===== config.mk =====
export PLATFORM = sky130hd
export DESIGN_NAME = rosetta_core
export DESIGN_NICKNAME = d
export VERILOG_FILES = /design/src/common/rosetta_pkg.sv /design/src/frontend/rosetta_fetch_decode.sv /design/src/source/rosetta_core.sv /design/src/source/rosetta_mask_stage.sv /design/src/source/rosetta_writeback.sv /design/src/vector_unit/rosetta_lane_alu.sv /design/src/vector_unit/rosetta_vector_unit.sv
export SDC_FILE = /design/constraint.sdc
export NUM_CORES = 2
export LEC_CHECK = 0
export BUFFER_PORTS_ARGS = -buffer_cell sky130_fd_sc_hd__buf_2
export CORE_ASPECT_RATIO = 1.2
export CORE_MARGIN = 1
export CORE_UTILIZATION = 30
export DETAILED_ROUTE_END_ITERATION = 8
export GPL_TIMING_DRIVEN = 0
export HOLD_SLACK_MARGIN = 0.08
export MAX_ROUTING_LAYER = met4
export SLEW_MARGIN = 10
export SYNTH_ARGS = -nofsm -noshare
export SYNTH_HDL_FRONTEND = slang
export SYNTH_HIERARCHICAL = 1
export SYNTH_SLANG_ARGS = --single-unit

===== constraint.sdc =====
create_clock -name clk -period 8.3 [get_ports clk]
set_input_delay 0.83 -clock clk [delete_from_list [all_inputs] [get_ports clk]]
set_output_delay 0.83 -clock clk [all_outputs]
set_load 0.05 [all_outputs]

===== src/common/rosetta_pkg.sv =====
/*
 * Shared definitions for the sparse vector core
 *   Lane and word defaults, memory pointer widths
 *   Opcode encoding and instruction word layout
 *   Context passed from stage to stage
 */

package rosetta_pkg;

    // --------------------------------------------------
    // Widths
    // --------------------------------------------------
    // Default lane count, power of two
    localparam int LANES_DEF = 16;
    // Default lane word width
    localparam int WORD_DEF  = 8;

    localparam int INST_W    = 28;
    localparam int PC_W      = 8;
    // 16 vector and mask entries
    localparam int VPTR_W    = 4;
    // Multiply result shift
    localparam int FP_W      = 2;

    // --------------------------------------------------
    // Instruction encoding
    // --------------------------------------------------
    typedef enum logic [1:0] {
        OP_ADD  = 2'd0,
        OP_SUB  = 2'd1,
        OP_MUL  = 2'd2,
        OP_HALT = 2'd3
    } opcode_t;

    // Destination on top, reserved bits at the bottom
    typedef struct packed {
        logic [VPTR_W-1:0] dst_ptr;
        logic [VPTR_W-1:0] src0_ptr;
        logic [VPTR_W-1:0] src1_ptr;
        opcode_t           op;
        logic [FP_W-1:0]   fp_shift;
        logic [11:0]       unused;
    } inst_t;

    // --------------------------------------------------
    // Stage context
    // --------------------------------------------------
    // Travels down the pipe with each instruction
    typedef struct packed {
        logic              valid;
        logic              halt;
        opcode_t           op;
        logic [FP_W-1:0]   fp_shift;
        logic [VPTR_W-1:0] dst_ptr;
    } stage_ctx_t;

endpackage


===== src/frontend/rosetta_fetch_decode.sv =====
/*
 * Fetch and decode stages
 *   Program counter and halt tracking
 *   DEC valid bit and mask read issue
 *   Context register toward MSK
 */

`timescale 1ns/10ps

module rosetta_fetch_decode (
    input  logic                             clk,
    input  logic                             rst,
    input  logic [rosetta_pkg::INST_W-1:0]   im_rdata,
    output logic                             im_ren,
    output logic [rosetta_pkg::PC_W-1:0]     im_ptr,
    output logic                             pam_src0_ren,
    output logic [rosetta_pkg::VPTR_W-1:0]   pam_src0_ptr,
    output logic                             pam_src1_ren,
    output logic [rosetta_pkg::VPTR_W-1:0]   pam_src1_ptr,
    output rosetta_pkg::stage_ctx_t          ctx_dec
);

    logic [rosetta_pkg::PC_W-1:0] pc;
    logic                         started;
    logic                         halted;
    logic                         dec_valid;
    logic                         dec_halt;
    logic                         dec_issue;
    rosetta_pkg::inst_t           dec_inst;

    // --------------------------------------------------
    // IF
    // --------------------------------------------------
    // Low for one cycle after reset, then fetch until halt
    assign im_ren = started & ~halted;
    assign im_ptr = pc;

    always_ff @(posedge clk) begin
        if (rst) begin
            pc      <= '0;
            started <= 1'b0;
        end else begin
            started <= 1'b1;
            if (im_ren) begin
                pc <= pc + 1'b1;
            end
        end
    end

    // --------------------------------------------------
    // DEC
    // --------------------------------------------------
    // Word returned by the synchronous instruction memory
    assign dec_inst  = rosetta_pkg::inst_t'(im_rdata);
    assign dec_halt  = dec_valid & (dec_inst.op == rosetta_pkg::OP_HALT);
    assign dec_issue = dec_valid & ~dec_halt;

    assign pam_src0_ren = dec_issue;
    assign pam_src0_ptr = dec_inst.src0_ptr;
    assign pam_src1_ren = dec_issue;
    assign pam_src1_ptr = dec_inst.src1_ptr;

    // The fetch behind a halt in DEC is squashed here
    always_ff @(posedge clk) begin
        if (rst) begin
            dec_valid <= 1'b0;
            halted    <= 1'b0;
        end else begin
            dec_valid <= im_ren & ~dec_halt;
            if (dec_halt) begin
                halted <= 1'b1;
            end
        end
    end

    always_ff @(posedge clk) begin
        if (rst) begin
            ctx_dec <= '0;
        end else begin
            ctx_dec.valid    <= dec_valid;
            ctx_dec.halt     <= dec_halt;
            ctx_dec.op       <= dec_inst.op;
            ctx_dec.fp_shift <= dec_inst.fp_shift;
            ctx_dec.dst_ptr  <= dec_inst.dst_ptr;
        end
    end

    // Once halted, nothing new is fetched or decoded
    a_fetch_stays_off : assert property (
        @(posedge clk) disable iff (rst)
        halted |-> (!im_ren && !dec_valid)
    );

endmodule


===== src/source/rosetta_core.sv =====
/*
 * Sparse vector core top level
 *   Fetch/decode, mask, vector unit and write stages
 *   Connects the stages to the external memory ports
 */

`timescale 1ns/10ps

module rosetta_core #(
    parameter int LANES = rosetta_pkg::LANES_DEF,
    parameter int WORD  = rosetta_pkg::WORD_DEF
) (
    input  logic                             clk,
    input  logic                             rst,

    // Instruction memory
    output logic                             im_ren,
    output logic [rosetta_pkg::PC_W-1:0]     im_ptr,
    input  logic [rosetta_pkg::INST_W-1:0]   im_rdata,

    // Mask memory reads
    output logic                             pam_src0_ren,
    output logic [rosetta_pkg::VPTR_W-1:0]   pam_src0_ptr,
    input  logic [LANES-1:0]                 pam_src0_rdata,
    output logic                             pam_src1_ren,
    output logic [rosetta_pkg::VPTR_W-1:0]   pam_src1_ptr,
    input  logic [LANES-1:0]                 pam_src1_rdata,

    // Activation memory reads
    output logic                             am_src0_ren,
    output logic [rosetta_pkg::VPTR_W-1:0]   am_src0_ptr,
    output logic [LANES-1:0]                 am_src0_cs,
    input  logic [LANES*WORD-1:0]            am_src0_rdata,
    output logic                             am_src1_ren,
    output logic [rosetta_pkg::VPTR_W-1:0]   am_src1_ptr,
    output logic [LANES-1:0]                 am_src1_cs,
    input  logic [LANES*WORD-1:0]            am_src1_rdata,

    // Destination writes
    output logic                             pam_dst_wen,
    output logic [rosetta_pkg::VPTR_W-1:0]   pam_dst_ptr,
    output logic [LANES-1:0]                 pam_dst_wdata,
    output logic                             am_dst_wen,
    output logic [rosetta_pkg::VPTR_W-1:0]   am_dst_ptr,
    output logic [LANES-1:0]                 am_dst_cs,
    output logic [LANES*WORD-1:0]            am_dst_wdata,

    output logic                             done
);

    rosetta_pkg::stage_ctx_t ctx_dec;
    rosetta_pkg::stage_ctx_t ctx_msk;
    rosetta_pkg::stage_ctx_t ctx_com;
    logic [LANES-1:0]        lane_sel_msk;
    logic [LANES-1:0]        lane_sel_com;
    logic [LANES*WORD-1:0]   result;
    logic [LANES-1:0]        nz_mask;

    // IF and DEC
    rosetta_fetch_decode u_fetch_decode (
        .clk          (clk),
        .rst          (rst),
        .im_rdata     (im_rdata),
        .im_ren       (im_ren),
        .im_ptr       (im_ptr),
        .pam_src0_ren (pam_src0_ren),
        .pam_src0_ptr (pam_src0_ptr),
        .pam_src1_ren (pam_src1_ren),
        .pam_src1_ptr (pam_src1_ptr),
        .ctx_dec      (ctx_dec)
    );

    // MSK
    rosetta_mask_stage #(
        .LANES (LANES)
    ) u_mask_stage (
        .clk            (clk),
        .rst            (rst),
        .ctx_dec        (ctx_dec),
        .pam_src0_ptr   (pam_src0_ptr),
        .pam_src1_ptr   (pam_src1_ptr),
        .pam_src0_rdata (pam_src0_rdata),
        .pam_src1_rdata (pam_src1_rdata),
        .am_src0_ren    (am_src0_ren),
        .am_src0_ptr    (am_src0_ptr),
        .am_src0_cs     (am_src0_cs),
        .am_src1_ren    (am_src1_ren),
        .am_src1_ptr    (am_src1_ptr),
        .am_src1_cs     (am_src1_cs),
        .ctx_msk        (ctx_msk),
        .lane_sel_msk   (lane_sel_msk)
    );

    // RM and COM
    rosetta_vector_unit #(
        .LANES (LANES),
        .WORD  (WORD)
    ) u_vector_unit (
        .clk           (clk),
        .rst           (rst),
        .ctx_msk       (ctx_msk),
        .lane_sel_msk  (lane_sel_msk),
        .am_src0_rdata (am_src0_rdata),
        .am_src1_rdata (am_src1_rdata),
        .ctx_com       (ctx_com),
        .lane_sel_com  (lane_sel_com),
        .result        (result),
        .nz_mask       (nz_mask)
    );

    // WM
    rosetta_writeback #(
        .LANES (LANES),
        .WORD  (WORD)
    ) u_writeback (
        .clk           (clk),
        .rst           (rst),
        .ctx_com       (ctx_com),
        .lane_sel_com  (lane_sel_com),
        .result        (result),
        .nz_mask       (nz_mask),
        .am_dst_wen    (am_dst_wen),
        .am_dst_ptr    (am_dst_ptr),
        .am_dst_cs     (am_dst_cs),
        .am_dst_wdata  (am_dst_wdata),
        .pam_dst_wen   (pam_dst_wen),
        .pam_dst_ptr   (pam_dst_ptr),
        .pam_dst_wdata (pam_dst_wdata),
        .done          (done)
    );

endmodule


===== src/source/rosetta_mask_stage.sv =====
/*
 * Mask stage
 *   Lane select from the two source masks
 *   Vector read issue with lane chip select
 */

`timescale 1ns/10ps

module rosetta_mask_stage #(
    parameter int LANES = rosetta_pkg::LANES_DEF
) (
    input  logic                             clk,
    input  logic                             rst,
    input  rosetta_pkg::stage_ctx_t          ctx_dec,
    input  logic [rosetta_pkg::VPTR_W-1:0]   pam_src0_ptr,
    input  logic [rosetta_pkg::VPTR_W-1:0]   pam_src1_ptr,
    input  logic [LANES-1:0]                 pam_src0_rdata,
    input  logic [LANES-1:0]                 pam_src1_rdata,
    output logic                             am_src0_ren,
    output logic [rosetta_pkg::VPTR_W-1:0]   am_src0_ptr,
    output logic [LANES-1:0]                 am_src0_cs,
    output logic                             am_src1_ren,
    output logic [rosetta_pkg::VPTR_W-1:0]   am_src1_ptr,
    output logic [LANES-1:0]                 am_src1_cs,
    output rosetta_pkg::stage_ctx_t          ctx_msk,
    output logic [LANES-1:0]                 lane_sel_msk
);

    logic [rosetta_pkg::VPTR_W-1:0] src0_ptr_q;
    logic [rosetta_pkg::VPTR_W-1:0] src1_ptr_q;
    logic                           rd_en;
    logic [LANES-1:0]               lane_sel;

    // Vector pointers follow their mask pointers by one cycle
    always_ff @(posedge clk) begin
        src0_ptr_q <= pam_src0_ptr;
        src1_ptr_q <= pam_src1_ptr;
    end

    assign rd_en    = ctx_dec.valid & ~ctx_dec.halt;
    // Lanes present in both sources
    assign lane_sel = rd_en ? (pam_src0_rdata & pam_src1_rdata) : '0;

    assign am_src0_ren = rd_en;
    assign am_src0_ptr = src0_ptr_q;
    assign am_src0_cs  = lane_sel;
    assign am_src1_ren = rd_en;
    assign am_src1_ptr = src1_ptr_q;
    assign am_src1_cs  = lane_sel;

    // --------------------------------------------------
    // MSK to RM
    // --------------------------------------------------
    always_ff @(posedge clk) begin
        if (rst) begin
            ctx_msk      <= '0;
            lane_sel_msk <= '0;
        end else begin
            ctx_msk      <= ctx_dec;
            lane_sel_msk <= lane_sel;
        end
    end

    // The slot behind a halt never reads the vectors
    a_no_read_after_halt : assert property (
        @(posedge clk) disable iff (rst)
        (ctx_dec.valid && ctx_dec.halt) |=> (!am_src0_ren && !am_src1_ren)
    );

endmodule


===== src/source/rosetta_writeback.sv =====
/*
 * Write stage
 *   Destination vector and mask write strobes
 *   Done flag set by the halt
 */

`timescale 1ns/10ps

module rosetta_writeback #(
    parameter int LANES = rosetta_pkg::LANES_DEF,
    parameter int WORD  = rosetta_pkg::WORD_DEF
) (
    input  logic                             clk,
    input  logic                             rst,
    input  rosetta_pkg::stage_ctx_t          ctx_com,
    input  logic [LANES-1:0]                 lane_sel_com,
    input  logic [LANES*WORD-1:0]            result,
    input  logic [LANES-1:0]                 nz_mask,
    output logic                             am_dst_wen,
    output logic [rosetta_pkg::VPTR_W-1:0]   am_dst_ptr,
    output logic [LANES-1:0]                 am_dst_cs,
    output logic [LANES*WORD-1:0]            am_dst_wdata,
    output logic                             pam_dst_wen,
    output logic [rosetta_pkg::VPTR_W-1:0]   pam_dst_ptr,
    output logic [LANES-1:0]                 pam_dst_wdata,
    output logic                             done
);

    logic wr;

    assign wr = ctx_com.valid & ~ctx_com.halt;

    // Vector and mask share pointer and strobe
    assign am_dst_wen    = wr;
    assign am_dst_ptr    = ctx_com.dst_ptr;
    // Lane select is already zero for idle and halt slots
    assign am_dst_cs     = lane_sel_com;
    assign am_dst_wdata  = result;
    assign pam_dst_wen   = wr;
    assign pam_dst_ptr   = ctx_com.dst_ptr;
    assign pam_dst_wdata = nz_mask;

    // Sticky until reset
    always_ff @(posedge clk) begin
        if (rst) begin
            done <= 1'b0;
        end else if (ctx_com.valid && ctx_com.halt) begin
            done <= 1'b1;
        end
    end

    a_cs_idle : assert property (
        @(posedge clk) disable iff (rst)
        !am_dst_wen |-> (am_dst_cs == '0)
    );

    // Nothing may follow the halt down the pipe
    a_quiet_after_done : assert property (
        @(posedge clk) disable iff (rst)
        done |-> (!am_dst_wen ##1 done)
    );

endmodule


===== src/vector_unit/rosetta_lane_alu.sv =====
/*
 * Single lane arithmetic
 *   Saturating signed add and subtract
 *   Fixed-point multiply with right shift
 */

`timescale 1ns/10ps

module rosetta_lane_alu #(
    parameter int WORD = rosetta_pkg::WORD_DEF
) (
    input  logic [WORD-1:0]               a,
    input  logic [WORD-1:0]               b,
    input  rosetta_pkg::opcode_t          op,
    input  logic [rosetta_pkg::FP_W-1:0]  fp_shift,
    output logic [WORD-1:0]               y
);

    localparam int WIDE = 2 * WORD;

    logic signed [WIDE-1:0] a_ext;
    logic signed [WIDE-1:0] b_ext;
    logic signed [WIDE-1:0] sum;
    logic signed [WIDE-1:0] diff;
    logic signed [WIDE-1:0] prod;
    logic signed [WIDE-1:0] prod_shr;
    logic signed [WIDE-1:0] pick;

    // Clamp a double-width value into WORD bits
    function automatic logic [WORD-1:0] saturate(input logic signed [WIDE-1:0] v);
        logic overflow;
        overflow = (v[WIDE-1:WORD-1] != {(WORD+1){v[WIDE-1]}});
        if (!overflow) begin
            return v[WORD-1:0];
        end
        return v[WIDE-1] ? {1'b1, {(WORD-1){1'b0}}} : {1'b0, {(WORD-1){1'b1}}};
    endfunction

    assign a_ext = {{WORD{a[WORD-1]}}, a};
    assign b_ext = {{WORD{b[WORD-1]}}, b};

    assign sum  = a_ext + b_ext;
    assign diff = a_ext - b_ext;
    // Exact at double width
    assign prod = a_ext * b_ext;
    assign prod_shr = prod >>> fp_shift;

    always_comb begin
        case (op)
            rosetta_pkg::OP_ADD: pick = sum;
            rosetta_pkg::OP_SUB: pick = diff;
            rosetta_pkg::OP_MUL: pick = prod_shr;
            default:             pick = '0;
        endcase
    end

    assign y = saturate(pick);

endmodule


===== src/vector_unit/rosetta_vector_unit.sv =====
/*
 * Vector unit, RM and COM stages
 *   Operand register behind the vector reads
 *   Lane ALU array and result register
 *   Nonzero mask of the selected lanes
 */

`timescale 1ns/10ps

module rosetta_vector_unit #(
    parameter int LANES = rosetta_pkg::LANES_DEF,
    parameter int WORD  = rosetta_pkg::WORD_DEF
) (
    input  logic                     clk,
    input  logic                     rst,
    input  rosetta_pkg::stage_ctx_t  ctx_msk,
    input  logic [LANES-1:0]         lane_sel_msk,
    input  logic [LANES*WORD-1:0]    am_src0_rdata,
    input  logic [LANES*WORD-1:0]    am_src1_rdata,
    output rosetta_pkg::stage_ctx_t  ctx_com,
    output logic [LANES-1:0]         lane_sel_com,
    output logic [LANES*WORD-1:0]    result,
    output logic [LANES-1:0]         nz_mask
);

    rosetta_pkg::stage_ctx_t ctx_rm;
    logic [LANES-1:0]        lane_sel_rm;
    logic [LANES*WORD-1:0]   opnd0_rm;
    logic [LANES*WORD-1:0]   opnd1_rm;
    logic [LANES*WORD-1:0]   lane_y;

    // --------------------------------------------------
    // RM
    // --------------------------------------------------
    always_ff @(posedge clk) begin
        opnd0_rm <= am_src0_rdata;
        opnd1_rm <= am_src1_rdata;
    end

    always_ff @(posedge clk) begin
        if (rst) begin
            ctx_rm      <= '0;
            lane_sel_rm <= '0;
        end else begin
            ctx_rm      <= ctx_msk;
            lane_sel_rm <= lane_sel_msk;
        end
    end

    // --------------------------------------------------
    // COM
    // --------------------------------------------------
    for (genvar i = 0; i < LANES; i++) begin : g_lane
        rosetta_lane_alu #(
            .WORD (WORD)
        ) u_lane_alu (
            .a        (opnd0_rm[i*WORD +: WORD]),
            .b        (opnd1_rm[i*WORD +: WORD]),
            .op       (ctx_rm.op),
            .fp_shift (ctx_rm.fp_shift),
            .y        (lane_y[i*WORD +: WORD])
        );
    end

    // Deselected lanes carry zero
    always_ff @(posedge clk) begin
        for (int i = 0; i < LANES; i++) begin
            result[i*WORD +: WORD] <= lane_sel_rm[i] ? lane_y[i*WORD +: WORD] : '0;
            nz_mask[i]             <= lane_sel_rm[i] & (|lane_y[i*WORD +: WORD]);
        end
    end

    always_ff @(posedge clk) begin
        if (rst) begin
            ctx_com      <= '0;
            lane_sel_com <= '0;
        end else begin
            ctx_com      <= ctx_rm;
            lane_sel_com <= lane_sel_rm;
        end
    end

endmodule

Word level (Yosys, flattened, before mapping)
Index checks and enable logic that the tools add are counted.

Latch bits: 0. Memories: 0. ROM bits: 0. Register bits: 504. Output and inout port bits: 232. Bits in writable memories: 0.

Multipliers: 16. Order comparisons: 0. Shifts and indexed selects: 16. Bitwise operators: 27. Add/sub/neg operators: 33. Equal/unequal tests: 19. Divide/modulo/power cells: 0. Reduce and logical (&&, ||, !) cells: 18. Multiplexer cells: 50.

Operator list (count): one-hot mux 16 bit (3 select lines) (16); multiplier 8 x 8 -> 16 bit (16); 2-to-1 mux 8 bit (32); >>> shifter 16 x 2 -> 16 bit (16); adder 8 x 8 -> 9 bit (16); subtractor 8 x 8 -> 9 bit (16); inequality test 8 bit (16); OR reduction 8 bit (16); bitwise AND 1 bit (22); bitwise AND 16 bit (1); 2-to-1 mux 16 bit (1); adder 8 x 1 -> 8 bit (second input constant) (1); == test 2 bit (second input constant) (2); NOT 1 bit (4); == test 2 x 1 -> 1 bit (second input constant) (1); zero test 2 bit (1); logical AND 1 bit (1); 2-to-1 mux 1 bit (1).

Logic depth before layout (Yosys ltp)
Word-level depth: 7. Gate-level depth with buffers: 24. Gate-level depth less buffers: 22.

Cells and area by module
The synthesis kept the hierarchy.

Modules (own cells, without submodules): rosetta_lane_alu at u_vector_unit.g_lane[0].u_lane_alu ... (times used 5, area an instance 3854.9 µm², sequential area each 0.0 µm², cells an instance 491); rosetta_lane_alu at u_vector_unit.g_lane[1].u_lane_alu ... (times used 5, area an instance 3784.9 µm², sequential area each 0.0 µm², cells an instance 475); rosetta_vector_unit (times used 1, area an instance 10520.1 µm², sequential area each 9048.7 µm², cells an instance 685); rosetta_lane_alu at u_vector_unit.g_lane[7].u_lane_alu ... (times used 2, area an instance 3824.9 µm², sequential area each 0.0 µm², cells an instance 482); rosetta_lane_alu at u_vector_unit.g_lane[11].u_lane_alu (times used 1, area an instance 4001.3 µm², sequential area each 0.0 µm², cells an instance 510); rosetta_lane_alu at u_vector_unit.g_lane[9].u_lane_alu (times used 1, area an instance 3962.6 µm², sequential area each 0.0 µm², cells an instance 510); rosetta_lane_alu at u_vector_unit.g_lane[15].u_lane_alu (times used 1, area an instance 3943.8 µm², sequential area each 0.0 µm², cells an instance 496); rosetta_lane_alu at u_vector_unit.g_lane[6].u_lane_alu (times used 1, area an instance 3852.4 µm², sequential area each 0.0 µm², cells an instance 489); rosetta_writeback (times used 1, area an instance 1306.3 µm², sequential area each 20.0 µm², cells an instance 173); rosetta_mask_stage (times used 1, area an instance 1142.3 µm², sequential area each 680.7 µm², cells an instance 117); rosetta_fetch_decode (times used 1, area an instance 790.8 µm², sequential area each 420.4 µm², cells an instance 79).

Least setup slack after synthesis
Ideal clock, no wire load.

Path kind: flip-flop to flip-flop. Start: register u_vector_unit.opnd1_rm[90]. End: register u_vector_unit.nz_mask[11]. Arrival: 5.476 ns. Cell stages (with the launch flop): 22. Clock period less this slack: 5.608 ns. Setup slack: 2.692 ns. Library setup time: 0.131 ns. Path buffers: 0. Data required time: 8.169 ns. Cells stage by stage: dfxtp_1 -> nand2_1 -> inv_1 -> fa_1 -> inv_1 -> fa_1 -> inv_1 -> fa_1 -> inv_1 -> fa_1 -> inv_1 -> ha_1 -> or3_1 -> o2111a_1 -> or3_1 -> and2_4 -> a2111oi_4 -> a41oi_4 -> a221oi_1 -> mux2i_1 -> nor4_1 -> a21boi_0.

Word-level cells in the longest chain between the ends: 7. Elaborated cells on any way between the ends: 10.

RTL lines: start: declaration (line rosetta_vector_unit.sv:29) `logic [LANES*WORD-1:0] opnd1_rm;`; start signal: assignment (line rosetta_vector_unit.sv:37) `opnd1_rm <= am_src1_rdata;`; multiplier 8 x 8 -> 16 bit (line rosetta_lane_alu.sv:45) `assign prod = a_ext * b_ext;`; >>> shifter 16 x 2 -> 16 bit (line rosetta_lane_alu.sv:46) `assign prod_shr = prod >>> fp_shift;`; one-hot mux 16 bit (3 select lines) * (line rosetta_lane_alu.sv:49) `case (op)`; inequality test 8 bit / 2-to-1 mux 8 bit (equally long branches) (line rosetta_lane_alu.sv:32, rosetta_lane_alu.sv:36); 2-to-1 mux 8 bit * (line rosetta_lane_alu.sv:36) `return v[WIDE-1] ? {1'b1, {(WORD-1){1'b0}}} : {1'b0, {(WORD-1){1'b1}}};`; net u_vector_unit.lane_y[93] (line rosetta_vector_unit.sv:30) `logic [LANES*WORD-1:0] lane_y;`; OR reduction 8 bit * (line rosetta_vector_unit.sv:69) `nz_mask[i] <= lane_sel_rm[i] & (|lane_y[i*WORD +: WORD]);`; bitwise AND 1 bit * (line rosetta_vector_unit.sv:69); end signal: indexed assignment (line rosetta_vector_unit.sv:69); end: declaration (line rosetta_vector_unit.sv:23) `output logic [LANES-1:0] nz_mask`.

The timed path passes the listed nets; every way through them passes the cells marked *. A chain may end at the register's enable or synchronous reset.

Worst setup path after layout
Start: register u_vector_unit.opnd1_rm[51]. End: register u_vector_unit.nz_mask[6].

The elaborated chain is that of the path after synthesis.

==> metrics.cfg <==
[floorplan]
die_h_um = 551
rows = 201
pin_count = 550
die_w_um = 459
initial_core_util_pct = 30.1
die_area_um2 = 253000
core_area_um2 = 250000

[worst_setup_path]
path_common_cell = inv_1
path_cells = inv_1, nor2_1, inv_1, fa_1, inv_1, fa_1, fa_1, inv_1, fa_1, inv_1, ha_1, a2111oi_0, a21oi_1, a31o_1, xnor2_1, nor2_1, or4b_1, buf_2, a21boi_4, a31oi_1, nor4_1, a21boi_0
cp_max_fo = 8
path_buf_inv = 6
critPathTopFamily = adder cells
ff2ff_setup_slack_ns = 1.30
slowest_delay_ns = 0.65
start_kind = register
end_kind = register
cp_slowest_cell = a31oi_1
worstSetupPathType = reg -> reg
critPathArrivalTime_ns = 7.58
crit_required_ns = 8.88

[layout]
layout-drive-gt1-share_pct = 12.6
nNetsFinal = 11400
area.growth.synth_to_final_pct = 12.3
layout.cells.non_filler = 12900

[clock_tree]
root_buffer = clkbuf_16
cts_hold_buf = 0
clockBufferDepth = 3
post_cts_resized = 0
cts_buffers = 66
cts.sinks = 504
htree_levels = 3
cts_tree = done
post_cts_buffers = 0
clkLatencyLatePin_ns = 0.69
clkTransAtPathRegs_ns = 0.07

[pwr]
power_frac_clock_pct = 12.6
p_leak_uw = 0.0397
p_seq_share_pct = 11.0
internal-power_uw = 12000
p_switching_uw = 12600
power_density_nw_per_um2 = 292
sw_frac_of_total_pct = 51.3
ir_worst_vdd_mv = 0.214
combPwrFrac_pct = 76.4

[synth]
synth_cells = 8845
syn_nets = 10800
yosys_warnings = 6
syn_area_per_cell_um2 = 8.51
syn-cell-area_um2 = 75300

[detailed_routing]
drcViolationCount = 0
drt_first_pass_iters = 5
drt-initial-drc-count = 3010
wl_per_cell_um = 16.8
ant_nets = 0
vias = 61500
vias_per_cell = 4.78
finalWirelength_um = 217000

[sta]
hold_violations = 0
max_freq_mhz = 143
clock_skew_ns = 0.0333
finalCritPeriodShare_pct = 84.3
setup_viol = 0
tightest_slew_ns = 1.10
min_period_ns = 7.00
slew-limit-headroom_pct = 26.9
finalSetupTns_ns = 0
report.final.slew_viol_count = 0
grt_setup_unrepaired = no

[placement]
placedCellCount = 12700
hpwl_um = 179000
place.gp.congestion = 0.903
io_buffers = 529

[global_route]
grt_max_degree = 26
busiest_layer = met2
track_usage_pct = 17.6
grt-ovfl-total = 0
grt_pass1_wl_um = 344000
grtUsageMet3_pct = 2.27
met2_usage_pct = 30.7
gr-usage-met1_pct = 20.6
antenna_found_initial = 24
grt_pass1_vias = 62500

[run]
cap_violations = 0

[worst_hold_path]
hold_class = in -> reg

[run_status]
status = finished clean

## flip-flops by register name, indices dropped and copies added (netlist names), 6 cells and up
register	flops
u_fetch_decode/ctx_dec	10
u_vector_unit/nz_mask	16
u_vector_unit/ctx_rm	10
u_vector_unit/lane_sel_com	16
u_mask_stage/lane_sel_msk	16
u_vector_unit/ctx_com	6
u_vector_unit/lane_sel_rm	16
u_mask_stage/ctx_msk	10
u_vector_unit/opnd1_rm	128
u_fetch_decode/im_ptr	8
u_vector_unit/result	128
u_vector_unit/opnd0_rm	128
## cell type report
| cell class | count | area [um2] |
|---|---|---|
| fillers | 26400 | 165000 |
| multi-input cells | 6358 | 56800 |
| flip-flops and latches | 504 | 10100 |
| inverters | 1603 | 6020 |
| well taps | 3349 | 4190 |
| repair buffers | 534 | 2740 |
| plain buffers | 380 | 2370 |
| clock buffers | 73 | 1710 |
| clock inverters | 47 | 569 |
| diodes | 22 | 55.1 |
## cell usage in the layout (no fill, tap or decap), types with 58 or more instances in the layout
master	n
buf_2	570
o21ai_0	259
nor3_1	123
o21a_1	89
nand2b_1	107
clkbuf_1	107
and2_1	417
o31ai_1	58
clkbuf_16	66
o211ai_1	69
nor2b_1	119
ha_1	737
inv_1	1577
dfxtp_1	500
buf_4	196
nand2_1	629
a21oi_1	515
xor2_1	95
fa_1	912
a21o_1	89
mux2i_1	113
xnor2_1	202
nand3_1	77
nor2_1	682
a31oi_1	61
a211oi_1	94
## through the flow
stage	utilization, %	worst slack (ns)	hold slack [ns]	area [um2]	total power [uW]
2_1_floorplan	-	2.69	0.414	75300	17300
3_3_place_gp	32.9	1.33	0.416	82100	21400
3_5_place_dp	32.9	1.23	0.421	82200	21500
4_1_cts	33.8	1.19	0.141	84500	24900
5_1_grt	33.8	0.637	0.167	84500	27300
6_report	33.9	1.30	0.229	84500	24700
## power groups by stage
stage	logic [uW]	clock network [uW]	registers, uW
CTS	18900	3270	2710
detailed placement	18700	0	2760
floorplan	14600	0	2670
finish	18800	3110	2710
global placement	18600	0	2770
global route	21200	3350	2720
## metal layers
| metal | wire length (um) | part of all wire, % | vias to the layer above |
|---|---|---|---|
| li1 | - | - | 30100 |
| met1 | 91200 | 42 | 29900 |
| met2 | 108000 | 50 | 1171 |
| met3 | 8670 | 4.0 | 287 |
| met4 | 8510 | 3.9 | 0 |
| met5 | 0 | 0 | - |
## path summary, 6_finish.rpt
path	startpoint	end	cells after the start
hold / removal	am_src1_rdata[106]	u_vector_unit/opnd1_rm[106]	1
hold reg to reg	u_mask_stage/ctx_msk[1]	u_vector_unit/ctx_rm[1]	1
setup reg to reg	u_vector_unit/opnd1_rm[51]	u_vector_unit/nz_mask[6]	22
setup / recovery	u_vector_unit/opnd1_rm[51]	u_vector_unit/nz_mask[6]	22
Power figures use the tool's default switching activity.
